--- src/hdl/state_pkg.sv ---
package state_pkg;

  localparam int nibble_w = 4;
  localparam int ram_words = 16;  // addressed by a full nibble pointer.

  // values after reset.
  localparam logic [nibble_w-1:0] reset_nibble = 4'h0;
  localparam logic reset_carry = 1'b0;
  localparam logic reset_zero = 1'b1;

endpackage

--- src/hdl/isa_pkg.sv ---
package isa_pkg;

  localparam int instr_w = 12;
  localparam int rr_op_w = 8;   // register-register opcode, bits 11..4.
  localparam int ri_op_w = 6;   // immediate opcode, bits 11..6.
  localparam int loc_w = 2;
  localparam int imm_w = 4;

  typedef enum logic [3:0] {
    NOP, AND_RR, OR_RR, XOR_RR, ADD_RR, AND_RI, OR_RI, ADD_RI, LD_RI, LDX, LDY, ILLEGAL
  } opcode_e;

  typedef enum logic [loc_w-1:0] {LOC_A, LOC_B, LOC_MX, LOC_MY} loc_e;

  // write targets of the state block; the first four share the loc_e codes.
  typedef enum logic [2:0] {WR_A, WR_B, WR_MX, WR_MY, WR_X, WR_Y} wr_loc_e;

  localparam logic [rr_op_w-1:0] rr_and = 8'hAC;
  localparam logic [rr_op_w-1:0] rr_or  = 8'hAD;
  localparam logic [rr_op_w-1:0] rr_xor = 8'hAE;
  localparam logic [rr_op_w-1:0] rr_add = 8'hA8;

  localparam logic [ri_op_w-1:0] ri_add = 6'b110000;
  localparam logic [ri_op_w-1:0] ri_and = 6'b110010;
  localparam logic [ri_op_w-1:0] ri_or  = 6'b110011;
  localparam logic [ri_op_w-1:0] ri_ld  = 6'b111000;
  localparam logic [ri_op_w-1:0] ri_ldx = 6'b111001;  // r field ignored.
  localparam logic [ri_op_w-1:0] ri_ldy = 6'b111010;

  localparam logic [instr_w-1:0] nop_word = 12'hFFB;

  // instructions that write a, b or a RAM word.
  function automatic logic writes_loc(opcode_e op);
    return op inside {AND_RR, OR_RR, XOR_RR, ADD_RR, AND_RI, OR_RI, ADD_RI, LD_RI};
  endfunction

  function automatic logic loads_ptr(opcode_e op);
    return op inside {LDX, LDY};
  endfunction

  function automatic logic is_add(opcode_e op);
    return op inside {ADD_RR, ADD_RI};
  endfunction

endpackage
--- src/hdl/nibble_core.sv ---
`timescale 1ns/1ps

module nibble_core (
  input  logic clk,
  input  logic rst_n,
  input  logic in_valid,
  output logic in_ready,
  input  logic [isa_pkg::instr_w-1:0] in_instr,
  output logic retire_valid,
  input  logic retire_ready,
  output isa_pkg::loc_e retire_dst,
  output logic [state_pkg::nibble_w-1:0] retire_result,
  output logic retire_carry,
  output logic retire_zero,
  output logic retire_illegal
);

  logic dec_valid, dec_ready;
  isa_pkg::opcode_e dec_op;
  isa_pkg::loc_e dec_dst, dec_src;
  logic [isa_pkg::imm_w-1:0] dec_imm;

  logic opr_valid, opr_ready;
  isa_pkg::opcode_e opr_op;
  isa_pkg::loc_e opr_dst;
  logic [state_pkg::nibble_w-1:0] opr_addr, opr_a, opr_b;

  logic alu_valid, alu_ready, alu_carry;
  isa_pkg::opcode_e alu_op;
  isa_pkg::loc_e alu_dst, alu_busy_dst, wb_busy_dst;
  logic [state_pkg::nibble_w-1:0] alu_addr, alu_result;
  logic alu_busy_valid, alu_busy_ptr, wb_busy_valid, wb_busy_ptr;

  logic wr_en, carry_en, carry_in, zero_en, zero_in;
  isa_pkg::wr_loc_e wr_loc;
  logic [state_pkg::nibble_w-1:0] wr_addr, wr_data;

  logic [state_pkg::nibble_w-1:0] st_a, st_b, st_x, st_y, st_mem_x, st_mem_y;
  logic st_carry, st_zero;

  decode_stage u_decode (
    .clk, .rst_n, .in_valid, .in_ready, .in_instr,
    .out_valid(dec_valid), .out_ready(dec_ready),
    .op(dec_op), .dst(dec_dst), .src(dec_src), .imm(dec_imm)
  );

  operand_stage u_operand (
    .clk, .rst_n, .in_valid(dec_valid), .in_ready(dec_ready),
    .op(dec_op), .dst(dec_dst), .src(dec_src), .imm(dec_imm),
    .a(st_a), .b(st_b), .x(st_x), .y(st_y), .mem_x(st_mem_x), .mem_y(st_mem_y),
    .alu_busy_dst, .alu_busy_valid, .alu_busy_ptr,
    .wb_busy_dst, .wb_busy_valid, .wb_busy_ptr,
    .out_valid(opr_valid), .out_ready(opr_ready), .out_op(opr_op), .out_dst(opr_dst),
    .out_addr(opr_addr), .opa(opr_a), .opb(opr_b)
  );

  alu_stage u_alu (
    .clk, .rst_n, .in_valid(opr_valid), .in_ready(opr_ready),
    .op(opr_op), .dst(opr_dst), .addr(opr_addr), .opa(opr_a), .opb(opr_b),
    .out_valid(alu_valid), .out_ready(alu_ready), .out_op(alu_op), .out_dst(alu_dst),
    .out_addr(alu_addr), .result(alu_result), .carry_out(alu_carry),
    .busy_dst(alu_busy_dst), .busy_valid(alu_busy_valid), .busy_ptr(alu_busy_ptr)
  );

  writeback_stage u_writeback (
    .clk, .rst_n, .in_valid(alu_valid), .in_ready(alu_ready),
    .op(alu_op), .dst(alu_dst), .addr(alu_addr), .result(alu_result),
    .carry_out(alu_carry), .carry_now(st_carry), .zero_now(st_zero),
    .wr_en, .wr_loc, .wr_addr, .wr_data, .carry_en, .carry_in, .zero_en, .zero_in,
    .busy_dst(wb_busy_dst), .busy_valid(wb_busy_valid), .busy_ptr(wb_busy_ptr),
    .retire_valid, .retire_ready, .retire_dst, .retire_result,
    .retire_carry, .retire_zero, .retire_illegal
  );

  arch_state u_state (
    .clk, .rst_n,
    .a(st_a), .b(st_b), .x(st_x), .y(st_y), .carry(st_carry), .zero(st_zero),
    .mem_x(st_mem_x), .mem_y(st_mem_y),
    .wr_en, .wr_loc, .wr_addr, .wr_data, .carry_en, .carry_in, .zero_en, .zero_in
  );

endmodule

--- src/hdl/arch_state.sv ---
`timescale 1ns/1ps

module arch_state (
  input  logic clk,
  input  logic rst_n,
  output logic [state_pkg::nibble_w-1:0] a,
  output logic [state_pkg::nibble_w-1:0] b,
  output logic [state_pkg::nibble_w-1:0] x,
  output logic [state_pkg::nibble_w-1:0] y,
  output logic carry,
  output logic zero,
  output logic [state_pkg::nibble_w-1:0] mem_x,
  output logic [state_pkg::nibble_w-1:0] mem_y,
  input  logic wr_en,
  input  isa_pkg::wr_loc_e wr_loc,
  input  logic [state_pkg::nibble_w-1:0] wr_addr,
  input  logic [state_pkg::nibble_w-1:0] wr_data,
  input  logic carry_en,
  input  logic carry_in,
  input  logic zero_en,
  input  logic zero_in
);

  logic [state_pkg::nibble_w-1:0] ram [state_pkg::ram_words];

  assign mem_x = ram[x];
  assign mem_y = ram[y];

  always_ff @(posedge clk) begin
    if (!rst_n) begin
      a <= state_pkg::reset_nibble;
      b <= state_pkg::reset_nibble;
      x <= state_pkg::reset_nibble;
      y <= state_pkg::reset_nibble;
      carry <= state_pkg::reset_carry;
      zero <= state_pkg::reset_zero;
      for (int i = 0; i < state_pkg::ram_words; i++) begin
        ram[i] <= state_pkg::reset_nibble;
      end
    end else begin
      if (carry_en) begin
        carry <= carry_in;
      end
      if (zero_en) begin
        zero <= zero_in;
      end
      if (wr_en) begin
        case (wr_loc)
          isa_pkg::WR_A: a <= wr_data;
          isa_pkg::WR_B: b <= wr_data;
          isa_pkg::WR_MX, isa_pkg::WR_MY: ram[wr_addr] <= wr_data; // address taken at operand read.
          isa_pkg::WR_X: x <= wr_data;
          isa_pkg::WR_Y: y <= wr_data;
          default: ;
        endcase
      end
    end
  end

endmodule

--- src/hdl/writeback_stage.sv ---
`timescale 1ns/1ps

module writeback_stage (
  input  logic clk,
  input  logic rst_n,
  input  logic in_valid,
  output logic in_ready,
  input  isa_pkg::opcode_e op,
  input  isa_pkg::loc_e dst,
  input  logic [state_pkg::nibble_w-1:0] addr,
  input  logic [state_pkg::nibble_w-1:0] result,
  input  logic carry_out,
  input  logic carry_now,
  input  logic zero_now,
  output logic wr_en,
  output isa_pkg::wr_loc_e wr_loc,
  output logic [state_pkg::nibble_w-1:0] wr_addr,
  output logic [state_pkg::nibble_w-1:0] wr_data,
  output logic carry_en,
  output logic carry_in,
  output logic zero_en,
  output logic zero_in,
  output isa_pkg::loc_e busy_dst,
  output logic busy_valid,
  output logic busy_ptr,
  output logic retire_valid,
  input  logic retire_ready,
  output isa_pkg::loc_e retire_dst,
  output logic [state_pkg::nibble_w-1:0] retire_result,
  output logic retire_carry,
  output logic retire_zero,
  output logic retire_illegal
);

  isa_pkg::opcode_e op_q;
  logic carry_q;
  logic commit;
  logic wrote;
  logic [state_pkg::nibble_w-1:0] addr_q;

  assign in_ready = !retire_valid || retire_ready;
  assign commit = retire_valid && retire_ready;  // state changes only on retire.
  assign wrote = isa_pkg::writes_loc(op_q);

  assign wr_en = commit && (wrote || isa_pkg::loads_ptr(op_q));
  assign wr_loc = isa_pkg::loads_ptr(op_q) ?
                  ((retire_dst == isa_pkg::LOC_MY) ? isa_pkg::WR_Y : isa_pkg::WR_X) :
                  isa_pkg::wr_loc_e'({1'b0, retire_dst});
  assign wr_addr = addr_q;
  assign wr_data = retire_result;
  assign carry_en = commit && isa_pkg::is_add(op_q);
  assign carry_in = carry_q;
  assign zero_en = commit && wrote;
  assign zero_in = (retire_result == '0);

  // logic ops keep the carry that is current at commit.
  assign retire_carry = isa_pkg::is_add(op_q) ? carry_q : carry_now;
  assign retire_zero = wrote ? zero_in : zero_now;
  assign retire_illegal = (op_q == isa_pkg::ILLEGAL);

  assign busy_dst = retire_dst;
  assign busy_valid = retire_valid && wrote;
  assign busy_ptr = retire_valid && isa_pkg::loads_ptr(op_q);

  always_ff @(posedge clk) begin
    if (!rst_n) begin
      retire_valid <= 1'b0;
    end else if (in_ready) begin
      retire_valid <= in_valid;
    end
  end

  always_ff @(posedge clk) begin
    if (in_valid && in_ready) begin
      op_q <= op;
      retire_dst <= dst;
      addr_q <= addr;
      retire_result <= result;
      carry_q <= carry_out;
    end
  end

endmodule

--- src/hdl/alu_stage.sv ---
`timescale 1ns/1ps

module alu_stage (
  input  logic clk,
  input  logic rst_n,
  input  logic in_valid,
  output logic in_ready,
  input  isa_pkg::opcode_e op,
  input  isa_pkg::loc_e dst,
  input  logic [state_pkg::nibble_w-1:0] addr,
  input  logic [state_pkg::nibble_w-1:0] opa,
  input  logic [state_pkg::nibble_w-1:0] opb,
  output logic out_valid,
  input  logic out_ready,
  output isa_pkg::opcode_e out_op,
  output isa_pkg::loc_e out_dst,
  output logic [state_pkg::nibble_w-1:0] out_addr,
  output logic [state_pkg::nibble_w-1:0] result,
  output logic carry_out,
  output isa_pkg::loc_e busy_dst,
  output logic busy_valid,
  output logic busy_ptr
);

  logic [state_pkg::nibble_w-1:0] res_d;
  logic carry_d;

  always_comb begin
    carry_d = 1'b0;
    case (op)
      isa_pkg::AND_RR, isa_pkg::AND_RI: res_d = opa & opb;
      isa_pkg::OR_RR, isa_pkg::OR_RI:   res_d = opa | opb;
      isa_pkg::XOR_RR:                  res_d = opa ^ opb;
      isa_pkg::ADD_RR, isa_pkg::ADD_RI: {carry_d, res_d} = {1'b0, opa} + {1'b0, opb};
      isa_pkg::LD_RI, isa_pkg::LDX, isa_pkg::LDY: res_d = opb; // immediate passes through.
      default: res_d = '0;
    endcase
  end

  assign in_ready = !out_valid || out_ready;

  assign busy_dst = out_dst;
  assign busy_valid = out_valid && isa_pkg::writes_loc(out_op);
  assign busy_ptr = out_valid && isa_pkg::loads_ptr(out_op);

  always_ff @(posedge clk) begin
    if (!rst_n) begin
      out_valid <= 1'b0;
    end else if (in_ready) begin
      out_valid <= in_valid;
    end
  end

  always_ff @(posedge clk) begin
    if (in_valid && in_ready) begin
      out_op <= op;
      out_dst <= dst;
      out_addr <= addr;
      result <= res_d;
      carry_out <= carry_d;
    end
  end

endmodule

--- src/hdl/operand_stage.sv ---
`timescale 1ns/1ps

module operand_stage (
  input  logic clk,
  input  logic rst_n,
  input  logic in_valid,
  output logic in_ready,
  input  isa_pkg::opcode_e op,
  input  isa_pkg::loc_e dst,
  input  isa_pkg::loc_e src,
  input  logic [isa_pkg::imm_w-1:0] imm,
  input  logic [state_pkg::nibble_w-1:0] a,
  input  logic [state_pkg::nibble_w-1:0] b,
  input  logic [state_pkg::nibble_w-1:0] x,
  input  logic [state_pkg::nibble_w-1:0] y,
  input  logic [state_pkg::nibble_w-1:0] mem_x,
  input  logic [state_pkg::nibble_w-1:0] mem_y,
  input  isa_pkg::loc_e alu_busy_dst,
  input  logic alu_busy_valid,
  input  logic alu_busy_ptr,
  input  isa_pkg::loc_e wb_busy_dst,
  input  logic wb_busy_valid,
  input  logic wb_busy_ptr,
  output logic out_valid,
  input  logic out_ready,
  output isa_pkg::opcode_e out_op,
  output isa_pkg::loc_e out_dst,
  output logic [state_pkg::nibble_w-1:0] out_addr,
  output logic [state_pkg::nibble_w-1:0] opa,
  output logic [state_pkg::nibble_w-1:0] opb
);

  logic valid;
  isa_pkg::loc_e src_q;
  logic [isa_pkg::imm_w-1:0] imm_q;
  logic [3:0][state_pkg::nibble_w-1:0] loc_val;
  logic rd_src;
  logic dst_hit;
  logic src_hit;
  logic hazard;

  // any pending RAM write blocks any RAM read, since x and y may alias.
  function automatic logic clash(isa_pkg::loc_e loc, logic ptr_only,
                                 isa_pkg::loc_e bdst, logic bvalid, logic bptr);
    logic word_hit;
    word_hit = bvalid && !ptr_only && (loc[1] ? bdst[1] : bdst == loc);
    return word_hit || (bptr && bdst == loc);  // RAM access through a pending pointer.
  endfunction

  assign loc_val = {mem_y, mem_x, b, a};
  assign rd_src = out_op inside {isa_pkg::AND_RR, isa_pkg::OR_RR, isa_pkg::XOR_RR,
                                 isa_pkg::ADD_RR};

  always_comb begin
    dst_hit = clash(out_dst, out_op == isa_pkg::LD_RI, alu_busy_dst, alu_busy_valid,
                    alu_busy_ptr) ||
              clash(out_dst, out_op == isa_pkg::LD_RI, wb_busy_dst, wb_busy_valid,
                    wb_busy_ptr);
    src_hit = clash(src_q, 1'b0, alu_busy_dst, alu_busy_valid, alu_busy_ptr) ||
              clash(src_q, 1'b0, wb_busy_dst, wb_busy_valid, wb_busy_ptr);
    hazard = valid && ((isa_pkg::writes_loc(out_op) && dst_hit) || (rd_src && src_hit));
  end

  assign out_valid = valid && !hazard;
  assign in_ready = !valid || (out_ready && !hazard);

  assign opa = loc_val[out_dst];
  assign opb = rd_src ? loc_val[src_q] : imm_q;
  assign out_addr = (out_dst == isa_pkg::LOC_MY) ? y : x;

  always_ff @(posedge clk) begin
    if (!rst_n) begin
      valid <= 1'b0;
    end else if (in_ready) begin
      valid <= in_valid;
    end
  end

  always_ff @(posedge clk) begin
    if (in_valid && in_ready) begin
      out_op <= op;
      out_dst <= dst;
      src_q <= src;
      imm_q <= imm;
    end
  end

endmodule

--- src/hdl/decode_stage.sv ---
`timescale 1ns/1ps

module decode_stage (
  input  logic clk,
  input  logic rst_n,
  input  logic in_valid,
  output logic in_ready,
  input  logic [isa_pkg::instr_w-1:0] in_instr,
  output logic out_valid,
  input  logic out_ready,
  output isa_pkg::opcode_e op,
  output isa_pkg::loc_e dst,
  output isa_pkg::loc_e src,
  output logic [isa_pkg::imm_w-1:0] imm
);

  isa_pkg::opcode_e op_d;
  isa_pkg::loc_e dst_d;

  assign in_ready = !out_valid || out_ready;

  always_comb begin
    op_d = isa_pkg::ILLEGAL;
    dst_d = isa_pkg::loc_e'(in_instr[3:2]);
    if (in_instr == isa_pkg::nop_word) begin
      op_d = isa_pkg::NOP;
    end else begin
      case (in_instr[isa_pkg::instr_w-1 -: isa_pkg::rr_op_w])
        isa_pkg::rr_and: op_d = isa_pkg::AND_RR;
        isa_pkg::rr_or:  op_d = isa_pkg::OR_RR;
        isa_pkg::rr_xor: op_d = isa_pkg::XOR_RR;
        isa_pkg::rr_add: op_d = isa_pkg::ADD_RR;
        default: begin
          dst_d = isa_pkg::loc_e'(in_instr[5:4]); // r sits higher in the immediate form.
          case (in_instr[isa_pkg::instr_w-1 -: isa_pkg::ri_op_w])
            isa_pkg::ri_and: op_d = isa_pkg::AND_RI;
            isa_pkg::ri_or:  op_d = isa_pkg::OR_RI;
            isa_pkg::ri_add: op_d = isa_pkg::ADD_RI;
            isa_pkg::ri_ld:  op_d = isa_pkg::LD_RI;
            isa_pkg::ri_ldx: begin
              op_d = isa_pkg::LDX;
              dst_d = isa_pkg::LOC_MX;  // tags the x pointer downstream.
            end
            isa_pkg::ri_ldy: begin
              op_d = isa_pkg::LDY;
              dst_d = isa_pkg::LOC_MY;
            end
            default: op_d = isa_pkg::ILLEGAL;
          endcase
        end
      endcase
    end
  end

  always_ff @(posedge clk) begin
    if (!rst_n) begin
      out_valid <= 1'b0;
    end else if (in_ready) begin
      out_valid <= in_valid;
    end
  end

  always_ff @(posedge clk) begin
    if (in_valid && in_ready) begin
      op <= op_d;
      dst <= dst_d;
      src <= isa_pkg::loc_e'(in_instr[1:0]);
      imm <= in_instr[isa_pkg::imm_w-1:0];
    end
  end

endmodule

--- config.mk ---
export PLATFORM = sky130hd
export DESIGN_NAME = nibble_core
export DESIGN_NICKNAME = d
export VERILOG_FILES = /design/src/hdl/state_pkg.sv /design/src/hdl/isa_pkg.sv /design/src/hdl/nibble_core.sv /design/src/hdl/arch_state.sv /design/src/hdl/writeback_stage.sv /design/src/hdl/alu_stage.sv /design/src/hdl/operand_stage.sv /design/src/hdl/decode_stage.sv
export SDC_FILE = /design/constraint.sdc
export NUM_CORES = 1
export LEC_CHECK = 0
export ABC_CLOCK_PERIOD_IN_PS = 3200
export BUFFER_PORTS_ARGS = -buffer_cell sky130_fd_sc_hd__buf_4
export CORE_AREA = 8 8 158 115
export CTS_CLUSTER_SIZE = 16
export DETAILED_ROUTE_END_ITERATION = 6
export DIE_AREA = 0 0 166 123
export GPL_ROUTABILITY_DRIVEN = 0
export PLACE_DENSITY = 0.68
export SLEW_MARGIN = 0
export SYNTH_ARGS = -nofsm -noshare
export SYNTH_HDL_FRONTEND = slang
export SYNTH_HIERARCHICAL = 1
export SYNTH_SLANG_ARGS = --single-unit
--- constraint.sdc ---
create_clock -name clk -period 3.2 [get_ports clk]
set_input_delay 0.32 -clock clk [delete_from_list [all_inputs] [get_ports clk]]
set_output_delay 0.32 -clock clk [all_outputs]
set_load 0.05 [all_outputs]
# ---- After elaboration in Yosys (flattened, before gate mapping)
# Memories as Yosys holds them, arrays and structs flattened. A register that Yosys moved wholly into a read port is not among the register bits.
# Index checks and enable logic that the tools add are counted.
dict set report classes {
  n_addsub 1
  order_cmp 2
  n_eq_ne 53
  mux 32
  n_bitwise 3
  reduce_logical 65
}
# operator count
set op_table {}
lappend op_table {{4-bit by 3-bit equality test with 1-bit output, second input constant} 12}
lappend op_table {{4-bit equality test, second input constant} 10}
lappend op_table {{4-bit 2-to-1 mux} 10}
lappend op_table {{6-bit equality test, second input constant} 6}
lappend op_table {{8-bit equality test, second input constant} 4}
lappend op_table {{1-bit logical AND} 27}
lappend op_table {{4-bit by 2-bit equality test with 1-bit output, second input constant} 6}
lappend op_table {{4-bit case mux with 6 select lines} 1}
lappend op_table {{8-bit nonzero test} 3}
lappend op_table {{4-bit case mux with 5 select lines} 1}
lappend op_table {{4-bit binary-select mux with 2-bit select} 2}
lappend op_table {{4-bit case mux with 4 select lines} 1}
lappend op_table {{1-bit 2-to-1 mux} 13}
lappend op_table {{12-bit equality test, second input constant} 1}
lappend op_table {{4-bit by 1-bit equality test with 1-bit output, second input constant} 3}
lappend op_table {{1-bit logical OR} 12}
lappend op_table {{2-bit equality test} 4}
lappend op_table {{2-bit AND reduction} 4}
lappend op_table {{2-bit OR reduction} 4}
lappend op_table {{4-bit OR reduction} 2}
lappend op_table {{3-bit by 2-bit equality test with 1-bit output, second input constant} 2}
lappend op_table {{3-bit equality test, second input constant} 2}
lappend op_table {{1-bit logical NOT} 6}
lappend op_table {{2-bit by 3-bit less-than comparator with 1-bit output, second input constant} 2}
lappend op_table {{other kinds (14)} 18}
dict set report word_totals {
  regBits 76
  ram_bits 64
  inputBits 16
  out_inout_bits 11
  elab_cells 185
  memories 1
}
# name depth word_bits rd rd_clocked_by_memory_dff write_ports line_no
set memory_table {}
lappend memory_table {u_state.ram 16 4 2 2 16 arch_state.sv:24} ;# logic [state_pkg::nibble_w-1:0] ram [state_pkg::ram_words];

# ---- Logic depth before layout (Yosys ltp)
dict set report depth {
  word_depth 15
  depth_mapped 13
  ltp_nobuf 11
}

# ---- Cells and area by module
# Netlist, hierarchy kept.
# module n_inst cells_per_inst area_each_um2 seq_area_each_um2
set modules_own_cells {}
lappend modules_own_cells {arch_state 1 335 4297.9 2442.3}
lappend modules_own_cells {alu_stage 1 92 1061.0 470.5}
lappend modules_own_cells {operand_stage 1 77 980.9 380.4}
lappend modules_own_cells {decode_stage 1 63 695.7 320.3}
lappend modules_own_cells {writeback_stage 1 45 680.7 470.5}

# ---- Worst setup path before layout
# Ideal clock, no wire load.
dict set report synth_timing {
  kind {register to register}
  startpoint {reg with a tool-made name}
  endpoint {reg u_alu/result[3] in the netlist's numbering, data pin}
  setup_ps 268
  arrival_time_ps 2926
  t_required_ps 2932
  slack_ps 6
  path_stages_with_launch 13
  n_path_buf 2
  period_less_slack_ps 3194
  cell_sequence {dfxtp_1 buf_4 buf_6 mux4_2 a22oi_1 nand3_1 mux4_2 mux2_2 inv_1 ha_1 a211oi_1 o21ba_2 o211ai_1}
}
# item line_no
set synth_rtl {}
lappend synth_rtl {{end signal: assignment} alu_stage.sv:59} ;# result <= res_d;
lappend synth_rtl {{end: declaration} alu_stage.sv:18} ;# output logic [state_pkg::nibble_w-1:0] result,

==> results.json <==
{
  "post_synth_mux_area_share_pct": 15.5,
  "hold_path_class": "primary input to flop",
  "p_per_area_nw_per_um2": 494,
  "antenna_violations_before_repair": 0,
  "mostFrequentLayoutCell": "sky130_fd_sc_hd__edfxtp_1",
  "tightest_slew_ns": 0.739,
  "cell_at_the_slowest_stage_of_the_critical_path": "sky130_fd_sc_hd__mux4_2",
  "groute.usage.overall_pct": 18.0,
  "htree_num_levels": 4,
  "clk_path_buf_depth": 2,
  "wl_per_cell_um": 20.9,
  "postLayoutCellArea_um2": 9110,
  "grt_pass1_vias": 5064,
  "worst_path_max_fanout": 8,
  "initial_detailed_routing_violation_count": 510,
  "io_buffers": 26,
  "period_share_pct": 99.2,
  "drt_pass1_iterations": 5,
  "synth_enable_flop_cells": 116,
  "switching_power_mw": 0.937,
  "dr_total_vias": 5236,
  "n_antenna_cell": 0,
  "pwr-share-clk_pct": 44.9,
  "sequentialPowerShare_pct": 47.9,
  "dieWidth_um": 166,
  "floorplan.die_area_um2": 20400,
  "worst_ir_drop_vdd_uv": 379,
  "placement.cell_area_um2": 8230,
  "relSlewSlack_pct": 50.7,
  "worst_hold_slack_ns": 0.101,
  "worst_setup_path_end_kind": "flop",
  "share_comb_of_total_power_pct": 7.2,
  "final_nets": 675,
  "finalClockSkew_ns": 0.00835,
  "synth.avg_cell_area_um2": 12.6,
  "design.core.area_um2": 15900,
  "max-cap-violations": 0,
  "unrepaired_setup_endpoints_after_global_routing": "yes",
  "ioPinCount": 27,
  "initial_utilization_pct": 48.7,
  "cts.clk_slew.worst_paths_ns": 0.06,
  "cp.buffers_inverters": 3,
  "finalHoldViolations": 0,
  "ys_seq_area_share_pct": 52.9,
  "ys_seq_elements": 146,
  "simple_gate_area_share_of_the_yosys_netlist_pct": 15.8,
  "ctsRootBufferMaster": "sky130_fd_sc_hd__clkbuf_16",
  "crit_path_max_incr_delay_ns": 0.54,
  "place_hpwl_mm": 13.2,
  "net_count_after_synthesis": 637,
  "total_setup_violations_reported_at_the_end_of_the_flow": 0,
  "maximum_number_of_pins_on_one_net_before_global_route_repair": 40,
  "critPathTopFamily": "multiplexers",
  "critPathArrivalTime_ns": 3.34,
  "cp_data_required_time_ns": 3.36,
  "synth.distinct_cells": 72,
  "clock.fmax_ghz": 0.315,
  "ys_async_sr_fraction_pct": 0,
  "die_height_um": 123,
  "critical_path.cell_chain": "buf_12, buf_12, mux4_2, nand3_2, nand3_2, mux4_2, mux2_4, inv_2, ha_4, and4b_1, a31oi_1, o211ai_1",
  "final-max-slew-violation-count": 0,
  "placementRows": 39,
  "cts_hold_repair.buffers": 0,
  "syn-cell-area_um2": 7720,
  "min_period_ns": 3.18,
  "syn2layout_area_growth_pct": 18.0,
  "dominantRegCellSynth": "sky130_fd_sc_hd__edfxtp_1",
  "routed_wirelength_mm": 18.1,
  "cts_sinks": 146,
  "clk-insertion-delay-late_ns": 0.42,
  "cts-buffers-inserted": 17,
  "sw_frac_of_total_pct": 20.8,
  "drc": 0,
  "intPower_mw": 3.56,
  "synth-compound-area-share_pct": 7.44,
  "worstSetupPathType": "flop to flop",
  "layout_common_cells": "116 x sky130_fd_sc_hd__edfxtp_1, 80 x sky130_fd_sc_hd__nor2_1, 56 x sky130_fd_sc_hd__buf_4",
  "combinational_family_with_the_most_area_after_synthesis": "simple AND/OR/NAND/NOR gates",
  "globalRoute.totalOverflow": 0,
  "post_route_cells_drive_above_1_share_pct": 30.0,
  "max_flop_register": "u_state/ram",
  "grt_pass1_wl_mm": 28.2,
  "yosys.area_share.adder_pct": 1.56,
  "worst_setup_path_start_kind": "flop",
  "yosys_warnings": 6,
  "power.static_leakage_nw": 3.06,
  "cts_tree": "done",
  "largest_register_ffs": 64,
  "drt-vias-per-instance": 6.03,
  "run_status": "complete, no violations",
  "ant_nets": 0,
  "synthXorXnorAreaFrac_pct": 2.03,
  "syn-instance-count": 612
}
[per-layer routing]
| layer | wire length [um] | part of all wire (%) | GRT usage [%] |
|---|---|---|---|
| met4 | 303 | 1.7 | 6.45 |
| met5 | 0 | 0 | 0 |
| met2 | 7910 | 44 | 26.5 |
| met3 | 1300 | 7.1 | 5.33 |
| met1 | 8620 | 48 | 25.2 |
[cell type report]
| cell class | instances | area, um^2 |
|---|---|---|
| clock inverters | 11 | 161 |
| clock buffers | 21 | 440 |
| fillers | 1227 | 6750 |
| inverters | 20 | 80.1 |
| well taps | 205 | 256 |
| multi-input cells | 399 | 3470 |
| repair buffers | 66 | 608 |
| flip-flops and latches | 146 | 4090 |
[path summary, 6_finish.rpt]
kind	slack [ns]	depth (start not counted)	endpoint	start
max	0.02	12	u_alu/result[2]	flop
min	0.10	1	u_decode/src[0]	in_instr[0]
max reg2reg	0.02	12	u_alu/result[2]	flop
min reg2reg	0.42	0	u_writeback/wr_addr[2]	u_alu/out_addr[2]
[cells in the mapped netlist (4+ instances only)]
master,instances,area (um^2)
sky130_fd_sc_hd__clkbuf_1,18,67.6
sky130_fd_sc_hd__edfxtp_1,116,3480
sky130_fd_sc_hd__nand3_1,23,115
sky130_fd_sc_hd__o21ai_1,4,20.0
sky130_fd_sc_hd__and2_1,8,50.1
sky130_fd_sc_hd__ha_1,8,100
sky130_fd_sc_hd__a21oi_1,11,55.1
sky130_fd_sc_hd__mux2_2,9,101
sky130_fd_sc_hd__buf_4,16,120
sky130_fd_sc_hd__dfxtp_1,30,601
sky130_fd_sc_hd__nor3_1,8,40.0
sky130_fd_sc_hd__nand3b_1,10,75.1
sky130_fd_sc_hd__inv_1,19,71.3
sky130_fd_sc_hd__a31oi_1,5,31.3
sky130_fd_sc_hd__mux4_2,40,901
sky130_fd_sc_hd__or3b_1,4,35.0
sky130_fd_sc_hd__o21ai_0,17,85.1
sky130_fd_sc_hd__buf_2,5,25.0
sky130_fd_sc_hd__nor2_1,80,300
sky130_fd_sc_hd__nand2_1,34,128
sky130_fd_sc_hd__buf_6,7,78.8
sky130_fd_sc_hd__nor2b_1,24,150
sky130_fd_sc_hd__xnor2_1,8,70.1
sky130_fd_sc_hd__nand2b_1,5,31.3
sky130_fd_sc_hd__mux2i_1,18,180
sky130_fd_sc_hd__a22oi_1,8,60.1
sky130_fd_sc_hd__xor2_1,8,70.1
[power groups by stage]
stage / Clock, mW / Sequential (mW) / Combinational [mW]
floorplan: 0 / 2.16 / 0.206
global placement: 0 / 2.19 / 0.280
detailed placement: 0 / 2.19 / 0.288
CTS: 2.05 / 2.15 / 0.297
global route: 2.13 / 2.16 / 0.349
finish: 2.02 / 2.15 / 0.323
[timing repair]
| item | 4_1_cts | 5_1_grt |
|---|---|---|
| setup endpoints to repair | 5 | 6 |
| setup buffers | 0 | 2 |
| pin swaps | 4 | 17 |
| gates resized for setup | 16 | 37 |
| gates cloned | 1 | 1 |
[cell families (layout without fill, tap and decap cells)]
| group | Yosys count | after routing |
|---|---|---|
| mux | 68 | 68 |
| fa+ha+maj | 9 | 9 |
| xor+xnor | 17 | 17 |
| simple gates | 226 | 226 |
| compound gates | 79 | 79 |
| flops | 146 | 146 |
| buf+inv | 67 | 118 |
[metrics by stage]
stage	setup TNS, ns	power (mW)	utilization [%]	setup WS, ns	cells
final	0	4.50	57.4	0.0242	868
after global routing	-0.210	4.63	57.4	-0.0635	868
after CTS	0	4.50	56.2	0.000656	866
after detailed placement	-0.194	2.48	51.9	-0.0937	833
after global placement	-0.0601	2.47	51.9	-0.0598	833
after floorplan	0	2.37	-	0.00612	612
No activity file was read; power rests on OpenSTA's default activity.
